==> config.mk <==
export PLATFORM = sky130hd
export DESIGN_NAME = soc_bus_top
export DESIGN_NICKNAME = d
export VERILOG_FILES = /design/src/rtl/soc_bus_pkg.sv /design/src/rtl/soc_bus_top.sv /design/src/rtl/bus_decoder.sv /design/src/rtl/mmio_regs.sv /design/src/rtl/pad_mux.sv
export SDC_FILE = /design/constraint.sdc
export NUM_CORES = 1
export LEC_CHECK = 0
export BUFFER_PORTS_ARGS = -buffer_cell sky130_fd_sc_hd__clkbuf_2
export CORE_ASPECT_RATIO = 1.1
export CORE_MARGIN = 4
export CORE_UTILIZATION = 40
export DETAILED_ROUTE_END_ITERATION = 10
export PLACE_DENSITY_LB_ADDON = 0.3
export RECOVER_POWER = 50
export SYNTH_ARGS = -nofsm -noshare
export SYNTH_HDL_FRONTEND = slang
export SYNTH_HIERARCHICAL = 1
export SYNTH_SLANG_ARGS = --single-unit
==> constraint.sdc <==
create_clock -name clk_i -period 5.2 [get_ports clk_i]
set_input_delay 0.52 -clock clk_i [delete_from_list [all_inputs] [get_ports clk_i]]
set_output_delay 0.52 -clock clk_i [all_outputs]
set_load 0.005 [all_outputs]
==> src/rtl/soc_bus_pkg.sv <==
`default_nettype none

package soc_bus_pkg;

  // bus geometry
  localparam int unsigned DATA_W = 32;
  localparam int unsigned STRB_W = DATA_W / 8;
  localparam int unsigned GPIO_W = 16;

  // upper address bits of the on-chip register page
  localparam logic [23:0] MMIO_PAGE = 24'h0300_00;

  // register offsets inside the page
  typedef enum logic [7:0] {
    GPIO_DATA = 8'h00,
    GPIO_OEB  = 8'h04,
    GPIO_PU   = 8'h08,
    GPIO_PD   = 8'h0C,
    // housekeeping status, read only
    HK_CONFIG = 8'h18,
    HK_ENA    = 8'h1C,
    HK_PLL    = 8'h20,
    HK_MFGR   = 8'h24,
    HK_PROD   = 8'h28,
    HK_MASK   = 8'h2C,
    HK_CLKSEL = 8'h30,
    // pad routing and irq sources
    XTAL_DEST = 8'h34,
    PLL_DEST  = 8'h38,
    TRAP_DEST = 8'h3C,
    IRQ7_SRC  = 8'h40,
    IRQ8_SRC  = 8'h44
  } mmio_reg_e;

  // shared by the pad routing and the irq source selectors
  typedef enum logic [1:0] {
    ROUTE_OFF = 2'd0,
    ROUTE_1   = 2'd1,
    ROUTE_2   = 2'd2,
    ROUTE_3   = 2'd3
  } route_e;

  // pads come up as inputs
  localparam logic [GPIO_W-1:0] GPIO_OEB_RESET = '1;

endpackage

`default_nettype wire
==> src/rtl/soc_bus_top.sv <==
`default_nettype none

module soc_bus_top #(
  parameter int unsigned MEM_WORDS = 16384
) (
  input  wire                                 clk_i,
  input  wire                                 rst_n_i,
  input  wire                                 xtal_in_i,
  input  wire                                 clk_pll_i,
  input  wire                                 clk_ext_sel_i,
  input  wire                                 trap_i,
  // native memory bus
  input  wire                                 mem_valid_i,
  input  wire  [soc_bus_pkg::DATA_W-1:0]      mem_addr_i,
  input  wire  [soc_bus_pkg::DATA_W-1:0]      mem_wdata_i,
  input  wire  [soc_bus_pkg::STRB_W-1:0]      mem_wstrb_i,
  output logic                                mem_ready_o,
  output logic [soc_bus_pkg::DATA_W-1:0]      mem_rdata_o,
  // sram macro
  output logic [soc_bus_pkg::STRB_W-1:0]      ram_wenb_o,
  output logic [$clog2(MEM_WORDS)-1:0]        ram_addr_o,
  output logic [soc_bus_pkg::DATA_W-1:0]      ram_wdata_o,
  input  wire  [soc_bus_pkg::DATA_W-1:0]      ram_rdata_i,
  // housekeeping status
  input  wire  [7:0]                          hk_config_i,
  input  wire                                 hk_xtal_ena_i,
  input  wire                                 hk_reg_ena_i,
  input  wire                                 hk_pll_cp_ena_i,
  input  wire                                 hk_pll_vco_ena_i,
  input  wire                                 hk_pll_bias_ena_i,
  input  wire  [3:0]                          hk_pll_trim_i,
  input  wire  [11:0]                         hk_mfgr_id_i,
  input  wire  [7:0]                          hk_prod_id_i,
  input  wire  [3:0]                          hk_mask_rev_i,
  // pads
  input  wire  [soc_bus_pkg::GPIO_W-1:0]      gpio_in_i,
  output logic [soc_bus_pkg::GPIO_W-1:0]      gpio_out_o,
  output logic [soc_bus_pkg::GPIO_W-1:0]      gpio_outenb_o,
  output logic [soc_bus_pkg::GPIO_W-1:0]      gpio_pullupb_o,
  output logic [soc_bus_pkg::GPIO_W-1:0]      gpio_pulldownb_o,
  output logic                                irq_7_o,
  output logic                                irq_8_o
);
  import soc_bus_pkg::*;

  // register page request
  logic              mmio_req;
  mmio_reg_e         mmio_offset;
  logic [DATA_W-1:0] mmio_wdata;
  logic [STRB_W-1:0] mmio_wstrb;
  logic [DATA_W-1:0] mmio_rdata;

  // register values towards the pads
  logic [GPIO_W-1:0] gpio;
  logic [GPIO_W-1:0] gpio_oeb;
  logic [GPIO_W-1:0] gpio_pu;
  logic [GPIO_W-1:0] gpio_pd;
  route_e            xtal_dest;
  route_e            pll_dest;
  route_e            trap_dest;
  route_e            irq7_src;
  route_e            irq8_src;

  bus_decoder #(
    .MEM_WORDS(MEM_WORDS)
  ) u_bus_decoder (
    .clk_i        (clk_i),
    .rst_n_i      (rst_n_i),
    .mem_valid_i  (mem_valid_i),
    .mem_addr_i   (mem_addr_i),
    .mem_wdata_i  (mem_wdata_i),
    .mem_wstrb_i  (mem_wstrb_i),
    .mem_ready_o  (mem_ready_o),
    .mem_rdata_o  (mem_rdata_o),
    .ram_wenb_o   (ram_wenb_o),
    .ram_addr_o   (ram_addr_o),
    .ram_wdata_o  (ram_wdata_o),
    .ram_rdata_i  (ram_rdata_i),
    .mmio_req_o   (mmio_req),
    .mmio_offset_o(mmio_offset),
    .mmio_wdata_o (mmio_wdata),
    .mmio_wstrb_o (mmio_wstrb),
    .mmio_rdata_i (mmio_rdata)
  );

  mmio_regs u_mmio_regs (
    .clk_i            (clk_i),
    .rst_n_i          (rst_n_i),
    .mmio_req_i       (mmio_req),
    .mmio_offset_i    (mmio_offset),
    .mmio_wdata_i     (mmio_wdata),
    .mmio_wstrb_i     (mmio_wstrb),
    .mmio_rdata_o     (mmio_rdata),
    .gpio_in_i        (gpio_in_i),
    .gpio_pads_i      (gpio_out_o),
    .clk_ext_sel_i    (clk_ext_sel_i),
    .hk_config_i      (hk_config_i),
    .hk_xtal_ena_i    (hk_xtal_ena_i),
    .hk_reg_ena_i     (hk_reg_ena_i),
    .hk_pll_cp_ena_i  (hk_pll_cp_ena_i),
    .hk_pll_vco_ena_i (hk_pll_vco_ena_i),
    .hk_pll_bias_ena_i(hk_pll_bias_ena_i),
    .hk_pll_trim_i    (hk_pll_trim_i),
    .hk_mfgr_id_i     (hk_mfgr_id_i),
    .hk_prod_id_i     (hk_prod_id_i),
    .hk_mask_rev_i    (hk_mask_rev_i),
    .gpio_o           (gpio),
    .gpio_oeb_o       (gpio_oeb),
    .gpio_pu_o        (gpio_pu),
    .gpio_pd_o        (gpio_pd),
    .xtal_dest_o      (xtal_dest),
    .pll_dest_o       (pll_dest),
    .trap_dest_o      (trap_dest),
    .irq7_src_o       (irq7_src),
    .irq8_src_o       (irq8_src)
  );

  pad_mux u_pad_mux (
    .rst_n_i         (rst_n_i),
    .xtal_in_i       (xtal_in_i),
    .clk_pll_i       (clk_pll_i),
    .clk_i           (clk_i),
    .trap_i          (trap_i),
    .gpio_in_i       (gpio_in_i),
    .gpio_i          (gpio),
    .gpio_oeb_i      (gpio_oeb),
    .gpio_pu_i       (gpio_pu),
    .gpio_pd_i       (gpio_pd),
    .xtal_dest_i     (xtal_dest),
    .pll_dest_i      (pll_dest),
    .trap_dest_i     (trap_dest),
    .irq7_src_i      (irq7_src),
    .irq8_src_i      (irq8_src),
    .gpio_out_o      (gpio_out_o),
    .gpio_outenb_o   (gpio_outenb_o),
    .gpio_pullupb_o  (gpio_pullupb_o),
    .gpio_pulldownb_o(gpio_pulldownb_o),
    .irq_7_o         (irq_7_o),
    .irq_8_o         (irq_8_o)
  );

endmodule

`default_nettype wire

==> src/rtl/bus_decoder.sv <==
`default_nettype none

module bus_decoder #(
  parameter int unsigned MEM_WORDS = 16384
) (
  input  wire                            clk_i,
  input  wire                            rst_n_i,
  // requester side
  input  wire                            mem_valid_i,
  input  wire  [soc_bus_pkg::DATA_W-1:0] mem_addr_i,
  input  wire  [soc_bus_pkg::DATA_W-1:0] mem_wdata_i,
  input  wire  [soc_bus_pkg::STRB_W-1:0] mem_wstrb_i,
  output logic                           mem_ready_o,
  output logic [soc_bus_pkg::DATA_W-1:0] mem_rdata_o,
  // sram side
  output logic [soc_bus_pkg::STRB_W-1:0] ram_wenb_o,
  output logic [$clog2(MEM_WORDS)-1:0]   ram_addr_o,
  output logic [soc_bus_pkg::DATA_W-1:0] ram_wdata_o,
  input  wire  [soc_bus_pkg::DATA_W-1:0] ram_rdata_i,
  // register page side
  output logic                           mmio_req_o,
  output soc_bus_pkg::mmio_reg_e         mmio_offset_o,
  output logic [soc_bus_pkg::DATA_W-1:0] mmio_wdata_o,
  output logic [soc_bus_pkg::STRB_W-1:0] mmio_wstrb_o,
  input  wire  [soc_bus_pkg::DATA_W-1:0] mmio_rdata_i
);
  import soc_bus_pkg::*;

  localparam int unsigned RAM_AW = $clog2(MEM_WORDS);

  typedef enum logic [1:0] {
    TGT_NONE,
    TGT_SRAM,
    TGT_MMIO
  } target_e;

  logic    start;
  logic    sram_hit;
  logic    mmio_hit;
  target_e req_tgt;
  target_e tgt_q;
  logic    ready_q;

  // first cycle of a request, never the ready cycle itself
  assign start    = mem_valid_i && !ready_q;
  // byte address below 4*MEM_WORDS
  assign sram_hit = mem_addr_i[DATA_W-1:RAM_AW+2] == '0;
  assign mmio_hit = mem_addr_i[DATA_W-1:8] == MMIO_PAGE;

  always_comb begin
    if (sram_hit) begin
      req_tgt = TGT_SRAM;
    end else if (mmio_hit) begin
      req_tgt = TGT_MMIO;
    end else begin
      req_tgt = TGT_NONE;
    end
  end

  // sram strobes only during the first cycle
  assign ram_wenb_o  = (start && sram_hit) ? ~mem_wstrb_i : '1;
  assign ram_addr_o  = mem_addr_i[RAM_AW+1:2];
  assign ram_wdata_o = mem_wdata_i;

  assign mmio_req_o    = start && (req_tgt == TGT_MMIO);
  assign mmio_offset_o = mmio_reg_e'(mem_addr_i[7:0]);
  assign mmio_wdata_o  = mem_wdata_i;
  assign mmio_wstrb_o  = mem_wstrb_i;

  always_ff @(posedge clk_i or negedge rst_n_i) begin
    if (!rst_n_i) begin
      ready_q <= 1'b0;
      tgt_q   <= TGT_NONE;
    end else begin
      ready_q <= start;
      if (start) begin
        tgt_q <= req_tgt;
      end
    end
  end

  assign mem_ready_o = ready_q;

  // unmapped addresses answer with zero
  always_comb begin
    mem_rdata_o = '0;
    if (ready_q) begin
      case (tgt_q)
        TGT_SRAM: mem_rdata_o = ram_rdata_i;
        TGT_MMIO: mem_rdata_o = mmio_rdata_i;
        default:  mem_rdata_o = '0;
      endcase
    end
  end

endmodule

`default_nettype wire

==> src/rtl/mmio_regs.sv <==
`default_nettype none

module mmio_regs (
  input  wire                            clk_i,
  input  wire                            rst_n_i,
  // request strobe from the decoder
  input  wire                            mmio_req_i,
  input  wire  soc_bus_pkg::mmio_reg_e   mmio_offset_i,
  input  wire  [soc_bus_pkg::DATA_W-1:0] mmio_wdata_i,
  input  wire  [soc_bus_pkg::STRB_W-1:0] mmio_wstrb_i,
  output logic [soc_bus_pkg::DATA_W-1:0] mmio_rdata_o,
  // pad state for readback
  input  wire  [soc_bus_pkg::GPIO_W-1:0] gpio_in_i,
  input  wire  [soc_bus_pkg::GPIO_W-1:0] gpio_pads_i,
  // housekeeping status
  input  wire                            clk_ext_sel_i,
  input  wire  [7:0]                     hk_config_i,
  input  wire                            hk_xtal_ena_i,
  input  wire                            hk_reg_ena_i,
  input  wire                            hk_pll_cp_ena_i,
  input  wire                            hk_pll_vco_ena_i,
  input  wire                            hk_pll_bias_ena_i,
  input  wire  [3:0]                     hk_pll_trim_i,
  input  wire  [11:0]                    hk_mfgr_id_i,
  input  wire  [7:0]                     hk_prod_id_i,
  input  wire  [3:0]                     hk_mask_rev_i,
  // register values
  output logic [soc_bus_pkg::GPIO_W-1:0] gpio_o,
  output logic [soc_bus_pkg::GPIO_W-1:0] gpio_oeb_o,
  output logic [soc_bus_pkg::GPIO_W-1:0] gpio_pu_o,
  output logic [soc_bus_pkg::GPIO_W-1:0] gpio_pd_o,
  output soc_bus_pkg::route_e            xtal_dest_o,
  output soc_bus_pkg::route_e            pll_dest_o,
  output soc_bus_pkg::route_e            trap_dest_o,
  output soc_bus_pkg::route_e            irq7_src_o,
  output soc_bus_pkg::route_e            irq8_src_o
);
  import soc_bus_pkg::*;

  logic   sel_we;
  route_e sel_wdata;

  // byte-wise update of a gpio register
  function automatic logic [GPIO_W-1:0] merge_bytes(
    input logic [GPIO_W-1:0] cur,
    input logic [DATA_W-1:0] wdata,
    input logic [STRB_W-1:0] wstrb
  );
    logic [GPIO_W-1:0] res;
    res = cur;
    for (int b = 0; b < GPIO_W / 8; b++) begin
      if (wstrb[b]) begin
        res[b*8 +: 8] = wdata[b*8 +: 8];
      end
    end
    return res;
  endfunction

  // selectors only take byte 0
  assign sel_we    = mmio_req_i && mmio_wstrb_i[0];
  assign sel_wdata = route_e'(mmio_wdata_i[1:0]);

  always_ff @(posedge clk_i or negedge rst_n_i) begin
    if (!rst_n_i) begin
      gpio_o      <= '0;
      gpio_oeb_o  <= GPIO_OEB_RESET;
      gpio_pu_o   <= '0;
      gpio_pd_o   <= '0;
      xtal_dest_o <= ROUTE_OFF;
      pll_dest_o  <= ROUTE_OFF;
      trap_dest_o <= ROUTE_OFF;
      irq7_src_o  <= ROUTE_OFF;
      irq8_src_o  <= ROUTE_OFF;
    end else if (mmio_req_i) begin
      case (mmio_offset_i)
        GPIO_DATA: gpio_o     <= merge_bytes(gpio_o, mmio_wdata_i, mmio_wstrb_i);
        GPIO_OEB:  gpio_oeb_o <= merge_bytes(gpio_oeb_o, mmio_wdata_i, mmio_wstrb_i);
        GPIO_PU:   gpio_pu_o  <= merge_bytes(gpio_pu_o, mmio_wdata_i, mmio_wstrb_i);
        GPIO_PD:   gpio_pd_o  <= merge_bytes(gpio_pd_o, mmio_wdata_i, mmio_wstrb_i);
        XTAL_DEST: begin
          if (sel_we) begin
            xtal_dest_o <= sel_wdata;
          end
        end
        PLL_DEST: begin
          if (sel_we) begin
            pll_dest_o <= sel_wdata;
          end
        end
        TRAP_DEST: begin
          if (sel_we) begin
            trap_dest_o <= sel_wdata;
          end
        end
        IRQ7_SRC: begin
          if (sel_we) begin
            irq7_src_o <= sel_wdata;
          end
        end
        IRQ8_SRC: begin
          if (sel_we) begin
            irq8_src_o <= sel_wdata;
          end
        end
        // housekeeping words and holes ignore writes
        default: begin
        end
      endcase
    end
  end

  // readback captured on the request edge, before the write lands
  always_ff @(posedge clk_i) begin
    if (mmio_req_i) begin
      case (mmio_offset_i)
        GPIO_DATA: mmio_rdata_o <= DATA_W'({gpio_pads_i, gpio_in_i});
        GPIO_OEB:  mmio_rdata_o <= DATA_W'(gpio_oeb_o);
        GPIO_PU:   mmio_rdata_o <= DATA_W'(gpio_pu_o);
        GPIO_PD:   mmio_rdata_o <= DATA_W'(gpio_pd_o);
        HK_CONFIG: mmio_rdata_o <= DATA_W'(hk_config_i);
        HK_ENA:    mmio_rdata_o <= DATA_W'({hk_xtal_ena_i, hk_reg_ena_i});
        HK_PLL: begin
          mmio_rdata_o <= DATA_W'({hk_pll_trim_i, hk_pll_cp_ena_i,
                                   hk_pll_vco_ena_i, hk_pll_bias_ena_i});
        end
        HK_MFGR:   mmio_rdata_o <= DATA_W'(hk_mfgr_id_i);
        HK_PROD:   mmio_rdata_o <= DATA_W'(hk_prod_id_i);
        HK_MASK:   mmio_rdata_o <= DATA_W'(hk_mask_rev_i);
        HK_CLKSEL: mmio_rdata_o <= DATA_W'(clk_ext_sel_i);
        XTAL_DEST: mmio_rdata_o <= DATA_W'(xtal_dest_o);
        PLL_DEST:  mmio_rdata_o <= DATA_W'(pll_dest_o);
        TRAP_DEST: mmio_rdata_o <= DATA_W'(trap_dest_o);
        IRQ7_SRC:  mmio_rdata_o <= DATA_W'(irq7_src_o);
        IRQ8_SRC:  mmio_rdata_o <= DATA_W'(irq8_src_o);
        default:   mmio_rdata_o <= '0;
      endcase
    end
  end

endmodule

`default_nettype wire

==> src/rtl/pad_mux.sv <==
`default_nettype none

module pad_mux (
  input  wire                            rst_n_i,
  input  wire                            xtal_in_i,
  input  wire                            clk_pll_i,
  input  wire                            clk_i,
  input  wire                            trap_i,
  input  wire  [soc_bus_pkg::GPIO_W-1:0] gpio_in_i,
  // register values
  input  wire  [soc_bus_pkg::GPIO_W-1:0] gpio_i,
  input  wire  [soc_bus_pkg::GPIO_W-1:0] gpio_oeb_i,
  input  wire  [soc_bus_pkg::GPIO_W-1:0] gpio_pu_i,
  input  wire  [soc_bus_pkg::GPIO_W-1:0] gpio_pd_i,
  input  wire  soc_bus_pkg::route_e      xtal_dest_i,
  input  wire  soc_bus_pkg::route_e      pll_dest_i,
  input  wire  soc_bus_pkg::route_e      trap_dest_i,
  input  wire  soc_bus_pkg::route_e      irq7_src_i,
  input  wire  soc_bus_pkg::route_e      irq8_src_i,
  // pads and interrupts
  output logic [soc_bus_pkg::GPIO_W-1:0] gpio_out_o,
  output logic [soc_bus_pkg::GPIO_W-1:0] gpio_outenb_o,
  output logic [soc_bus_pkg::GPIO_W-1:0] gpio_pullupb_o,
  output logic [soc_bus_pkg::GPIO_W-1:0] gpio_pulldownb_o,
  output logic                           irq_7_o,
  output logic                           irq_8_o
);
  import soc_bus_pkg::*;

  // pads owned by an active route
  logic [GPIO_W-1:0] route_mask;

  function automatic logic pick_src(input route_e sel, input logic [2:0] src);
    case (sel)
      ROUTE_1: return src[0];
      ROUTE_2: return src[1];
      ROUTE_3: return src[2];
      default: return 1'b0;
    endcase
  endfunction

  assign route_mask[4:0]        = '0;
  assign route_mask[7:5]        = {3{xtal_dest_i != ROUTE_OFF}};
  assign route_mask[10:8]       = {3{pll_dest_i != ROUTE_OFF}};
  assign route_mask[13:11]      = {3{trap_dest_i != ROUTE_OFF}};
  assign route_mask[GPIO_W-1:14] = '0;

  always_comb begin
    gpio_out_o = gpio_i;
    case (xtal_dest_i)
      ROUTE_1: gpio_out_o[5] = xtal_in_i;
      ROUTE_2: gpio_out_o[6] = xtal_in_i;
      ROUTE_3: gpio_out_o[7] = xtal_in_i;
      default: gpio_out_o[7:5] = gpio_i[7:5];
    endcase
    // value 3 keeps pad 10 on the register
    case (pll_dest_i)
      ROUTE_1: gpio_out_o[8] = clk_pll_i;
      ROUTE_2: gpio_out_o[9] = clk_i;
      default: gpio_out_o[10:8] = gpio_i[10:8];
    endcase
    case (trap_dest_i)
      ROUTE_1: gpio_out_o[11] = trap_i;
      ROUTE_2: gpio_out_o[12] = trap_i;
      ROUTE_3: gpio_out_o[13] = trap_i;
      default: gpio_out_o[13:11] = gpio_i[13:11];
    endcase
  end

  // routed pads drive with both pulls off, all pads float in reset
  assign gpio_outenb_o    = (gpio_oeb_i & ~route_mask) | {GPIO_W{~rst_n_i}};
  assign gpio_pullupb_o   = gpio_pu_i | route_mask;
  assign gpio_pulldownb_o = gpio_pd_i | route_mask;

  assign irq_7_o = pick_src(irq7_src_i, gpio_in_i[2:0]);
  assign irq_8_o = pick_src(irq8_src_i, gpio_in_i[5:3]);

endmodule

`default_nettype wire

Word level (Yosys, flattened, before mapping)

Index checks and enable logic that the tools add are counted.

Word-level logic and storage cells: 95
Register bits after elaboration: 109

Equality and inequality tests: 33
Bitwise logic cells: 7
Multiplexer cells: 16
Reduce and logical (&&, ||, !) cells: 23

Operators with widths:

| operator                                         | number |
|---|---|
| case mux 32 bit (16 select lines)                | 1 |
| == test 8 x 6 -> 1 bit (second input constant)   | 8 |
| case mux 32 bit (2 select lines)                 | 1 |
| AND reduction 3 bit                              | 13 |
| 2-to-1 mux 32 bit                                | 1 |
| OR 16 x 14 -> 16 bit                             | 2 |
| == test 24 x 18 -> 1 bit (second input constant) | 1 |
| == test 2 bit (second input constant)            | 11 |
| bitwise AND 16 bit                               | 1 |
| == test 8 x 4 -> 1 bit (second input constant)   | 2 |
| == test 8 x 5 -> 1 bit (second input constant)   | 2 |
| == test 8 x 7 -> 1 bit (second input constant)   | 2 |
| zero test 16 bit                                 | 1 |
| inverter 14 -> 16 bit                            | 1 |
| OR 16 bit                                        | 1 |
| == test 2 x 1 -> 1 bit (second input constant)   | 6 |
| == test 8 x 3 -> 1 bit (second input constant)   | 1 |
| zero test 8 bit                                  | 1 |
| 2-to-1 mux 1 bit                                 | 8 |
| case mux 1 bit (3 select lines)                  | 2 |
| nonzero test 2 bit                               | 3 |
| logical AND 1 bit                                | 4 |
| 2-to-1 mux 2 bit                                 | 2 |
| 2-to-1 mux 4 bit                                 | 1 |
| other kinds (3)                                  | 3 |

Longest topological paths before layout

Depth after elaboration: 7
Gate-level depth with buffers: 7
Mapped depth without buffers: 6

By module

Netlist, hierarchy kept.

Modules (own cells, without submodules):

| module      | seq. area each (um^2) | cells each | area each (um^2) | instances |
|---|---|---|---|---|
| mmio_regs   | 2832.7                | 374        | 5043.6           | 1 |
| bus_decoder | 75.1                  | 189        | 1340.0           | 1 |
| pad_mux     | 0.0                   | 91         | 611.8            | 1 |

==> out/results.ini <==
[die]
initial_core_util_pct=41.3
core_mm2=0.0166
rows=49
die_x_um=133
die_h_um=145
dieArea_mm2=0.0193
io_pins=313

[drt]
drc_errors=0
detail-route-antenna-nets=0
wl_um=23700
route.vias.total=5722
routedWlPerCell_um=22.6
viasPerCell=5.46
drt_iter0_drc=483
dr.pass1.iters=7

[layout]
layout_common_cells=clkbuf_2, mux2_2, dfrtp_1
drive_gt1_share_pct=46.9
final.fill_count=1620
antenna_cells=0
final_common_cell=clkbuf_2
area_growth_pct=17.4
final_nets=980

[sta]
maxSlewViolCount=33
skew_ns=0.00714
finalHoldViolCount=0
rsz0062_at_grt=no
setup_viol=0
worstMarginPinSlew_ns=1.77
max-slew-margin-rel_pct=-18.3
fin_setup_tns_ns=0
setup_slack_ns=1.45

[grt]
grt_usage_pct=24.4
grt_pass1_vias=5980
overflow=0
antenna_found_initial=0
grt_pass1_wl_um=35900
grt_max_degree=63

[power_and_ir_drop]
combPwrFrac_pct=9.4
pwr-share-clk_pct=41.9
power_leakage_nw=3.76
vdd_ir_drop_max_uv=140
seqPwrFrac_pct=48.7
internal-power_mw=1.37
p_sw_mw=0.435
swShare_pct=24.1
power_density_mw_per_mm2=224

[cts]
clk_pin_slew_ns=0.07
clock_latency_ns=0.47
hold_buffers=0
cts_setup_buffers=0
cts_tree=done
cts_resized=0

[synth]
yosys_warnings=6
synthesis.area_mm2=0.00686
synth.avg_cell_area_um2=10.8
syn_inst=636
syn-num-nets=802

[status]
status=finished, violations left
violations=capacitance limit, slew limit

[placement]
post-place-ws_ns=1.73
dp_hpwl_um=18300
gp_congestion=0.945
io_buffers=280

[setup_path]
r2r_slack_ns=1.66
cp.required_ns=4.68
start_kind=clock port
critPathBufInv=3
cpMostUsedCell=clkbuf_16
critPathKind=clk2out
critPathCaptureType=output pin
path_cells=clkbuf_16, clkbuf_16, mux2_4, clkbuf_2
cpLargestDelayFamily=buffers and inverters
crit_slowest_cell=mux2_4
critPathMaxStageDelay_ns=0.26
crit_arrival_ns=3.23
worstPathMaxFanout=2

[job]
maxCapViolations=1

[worst_hold_path]
min_path_type=in2async

[layer usage]
metal	vias to the layer above	track usage (%)	wire length (um)
li1	2618	-	-
met1	2746	28.7	9150
met2	303	41.4	11700
met3	55	7.95	2170
met4	0	8.99	602
met5	-	0	0
[power groups by stage]
| stage | clock [mW] | sequential, mW | combinational, mW |
|---|---|---|---|
| 3_5_place_dp | 0.000364 | 0.896 | 0.174 |
| 4_1_cts | 0.773 | 0.879 | 0.175 |
| 2_1_floorplan | 0.000364 | 0.897 | 0.0955 |
| 6_report | 0.757 | 0.879 | 0.170 |
| 3_3_place_gp | 0.000364 | 0.896 | 0.174 |
| 5_1_grt | 0.810 | 0.879 | 0.184 |
[cell type report]
| type | count | area, um^2 | share of cell area (%) |
|---|---|---|---|
| multi-input cells | 392 | 3080 | 38.2 |
| well taps | 229 | 287 | 3.56 |
| repair buffers | 287 | 1400 | 17.3 |
| flip-flops and latches | 109 | 2910 | 36.1 |
| clock buffers | 14 | 309 | 3.84 |
| clock inverters | 6 | 37.5 | 0.466 |
| inverters | 11 | 41.3 | 0.513 |
[sequential cells by signal, summed over array words and instances, names as in the netlist]
name / count
u_bus_decoder/mem_ready_o: 1
u_bus_decoder/tgt_q: 2
u_mmio_regs/gpio_o: 16
u_mmio_regs/gpio_oeb_o: 16
u_mmio_regs/gpio_pd_o: 16
u_mmio_regs/gpio_pu_o: 16
u_mmio_regs/irq7_src_o: 2
u_mmio_regs/irq8_src_o: 2
u_mmio_regs/mmio_rdata_o: 32
u_mmio_regs/pll_dest_o: 2
u_mmio_regs/trap_dest_o: 2
u_mmio_regs/xtal_dest_o: 2
[path summary, 6_finish.rpt]
path	cells past startpoint	endpoint	start
max	4	gpio_out_o[9]	clk_i
max reg2reg	7	u_mmio_regs/gpio_pu_o[9]$_DFFE_PN0P_	u_bus_decoder/mem_ready_o$_DFF_PN0_
min	1	u_mmio_regs/gpio_o[14]$_DFFE_PN0P_	rst_n_i
max in group asynchronous	2	u_bus_decoder/tgt_q[1]$_DFFE_PN0P_	rst_n_i
min reg2reg	1	u_mmio_regs/gpio_o[7]$_DFFE_PN0P_	u_mmio_regs/gpio_o[7]$_DFFE_PN0P_
min in group clk_i	4	u_mmio_regs/mmio_rdata_o[25]$_DFFE_PP_	clk_i
[per-stage QoR]
stage                     cells  hold WS (ns)  area (um^2)  power [mW]  utilization (%)
after floorplan             636         0.224         6860       0.992                -
after global routing       1048         0.143         8060        1.87             48.5
after detailed placement   1029         0.350         7810        1.07             47.0
final                      1048         0.117         8060        1.81             48.5
after CTS                  1048         0.122         8160        1.83             49.1
after global placement     1029         0.350         7810        1.07             47.0
[worst register-to-register path, stage by stage, from the launching register on]
cell and delay [ns]:
dfrtp_1 0.40, nor4b_1 0.40, nand4_1 0.19, nor2_1 0.98, buf_4 0.51, nand3_4 0.23
nor2_4 0.32, mux2_2 0.38
No activity file was read; power rests on OpenSTA's default activity.
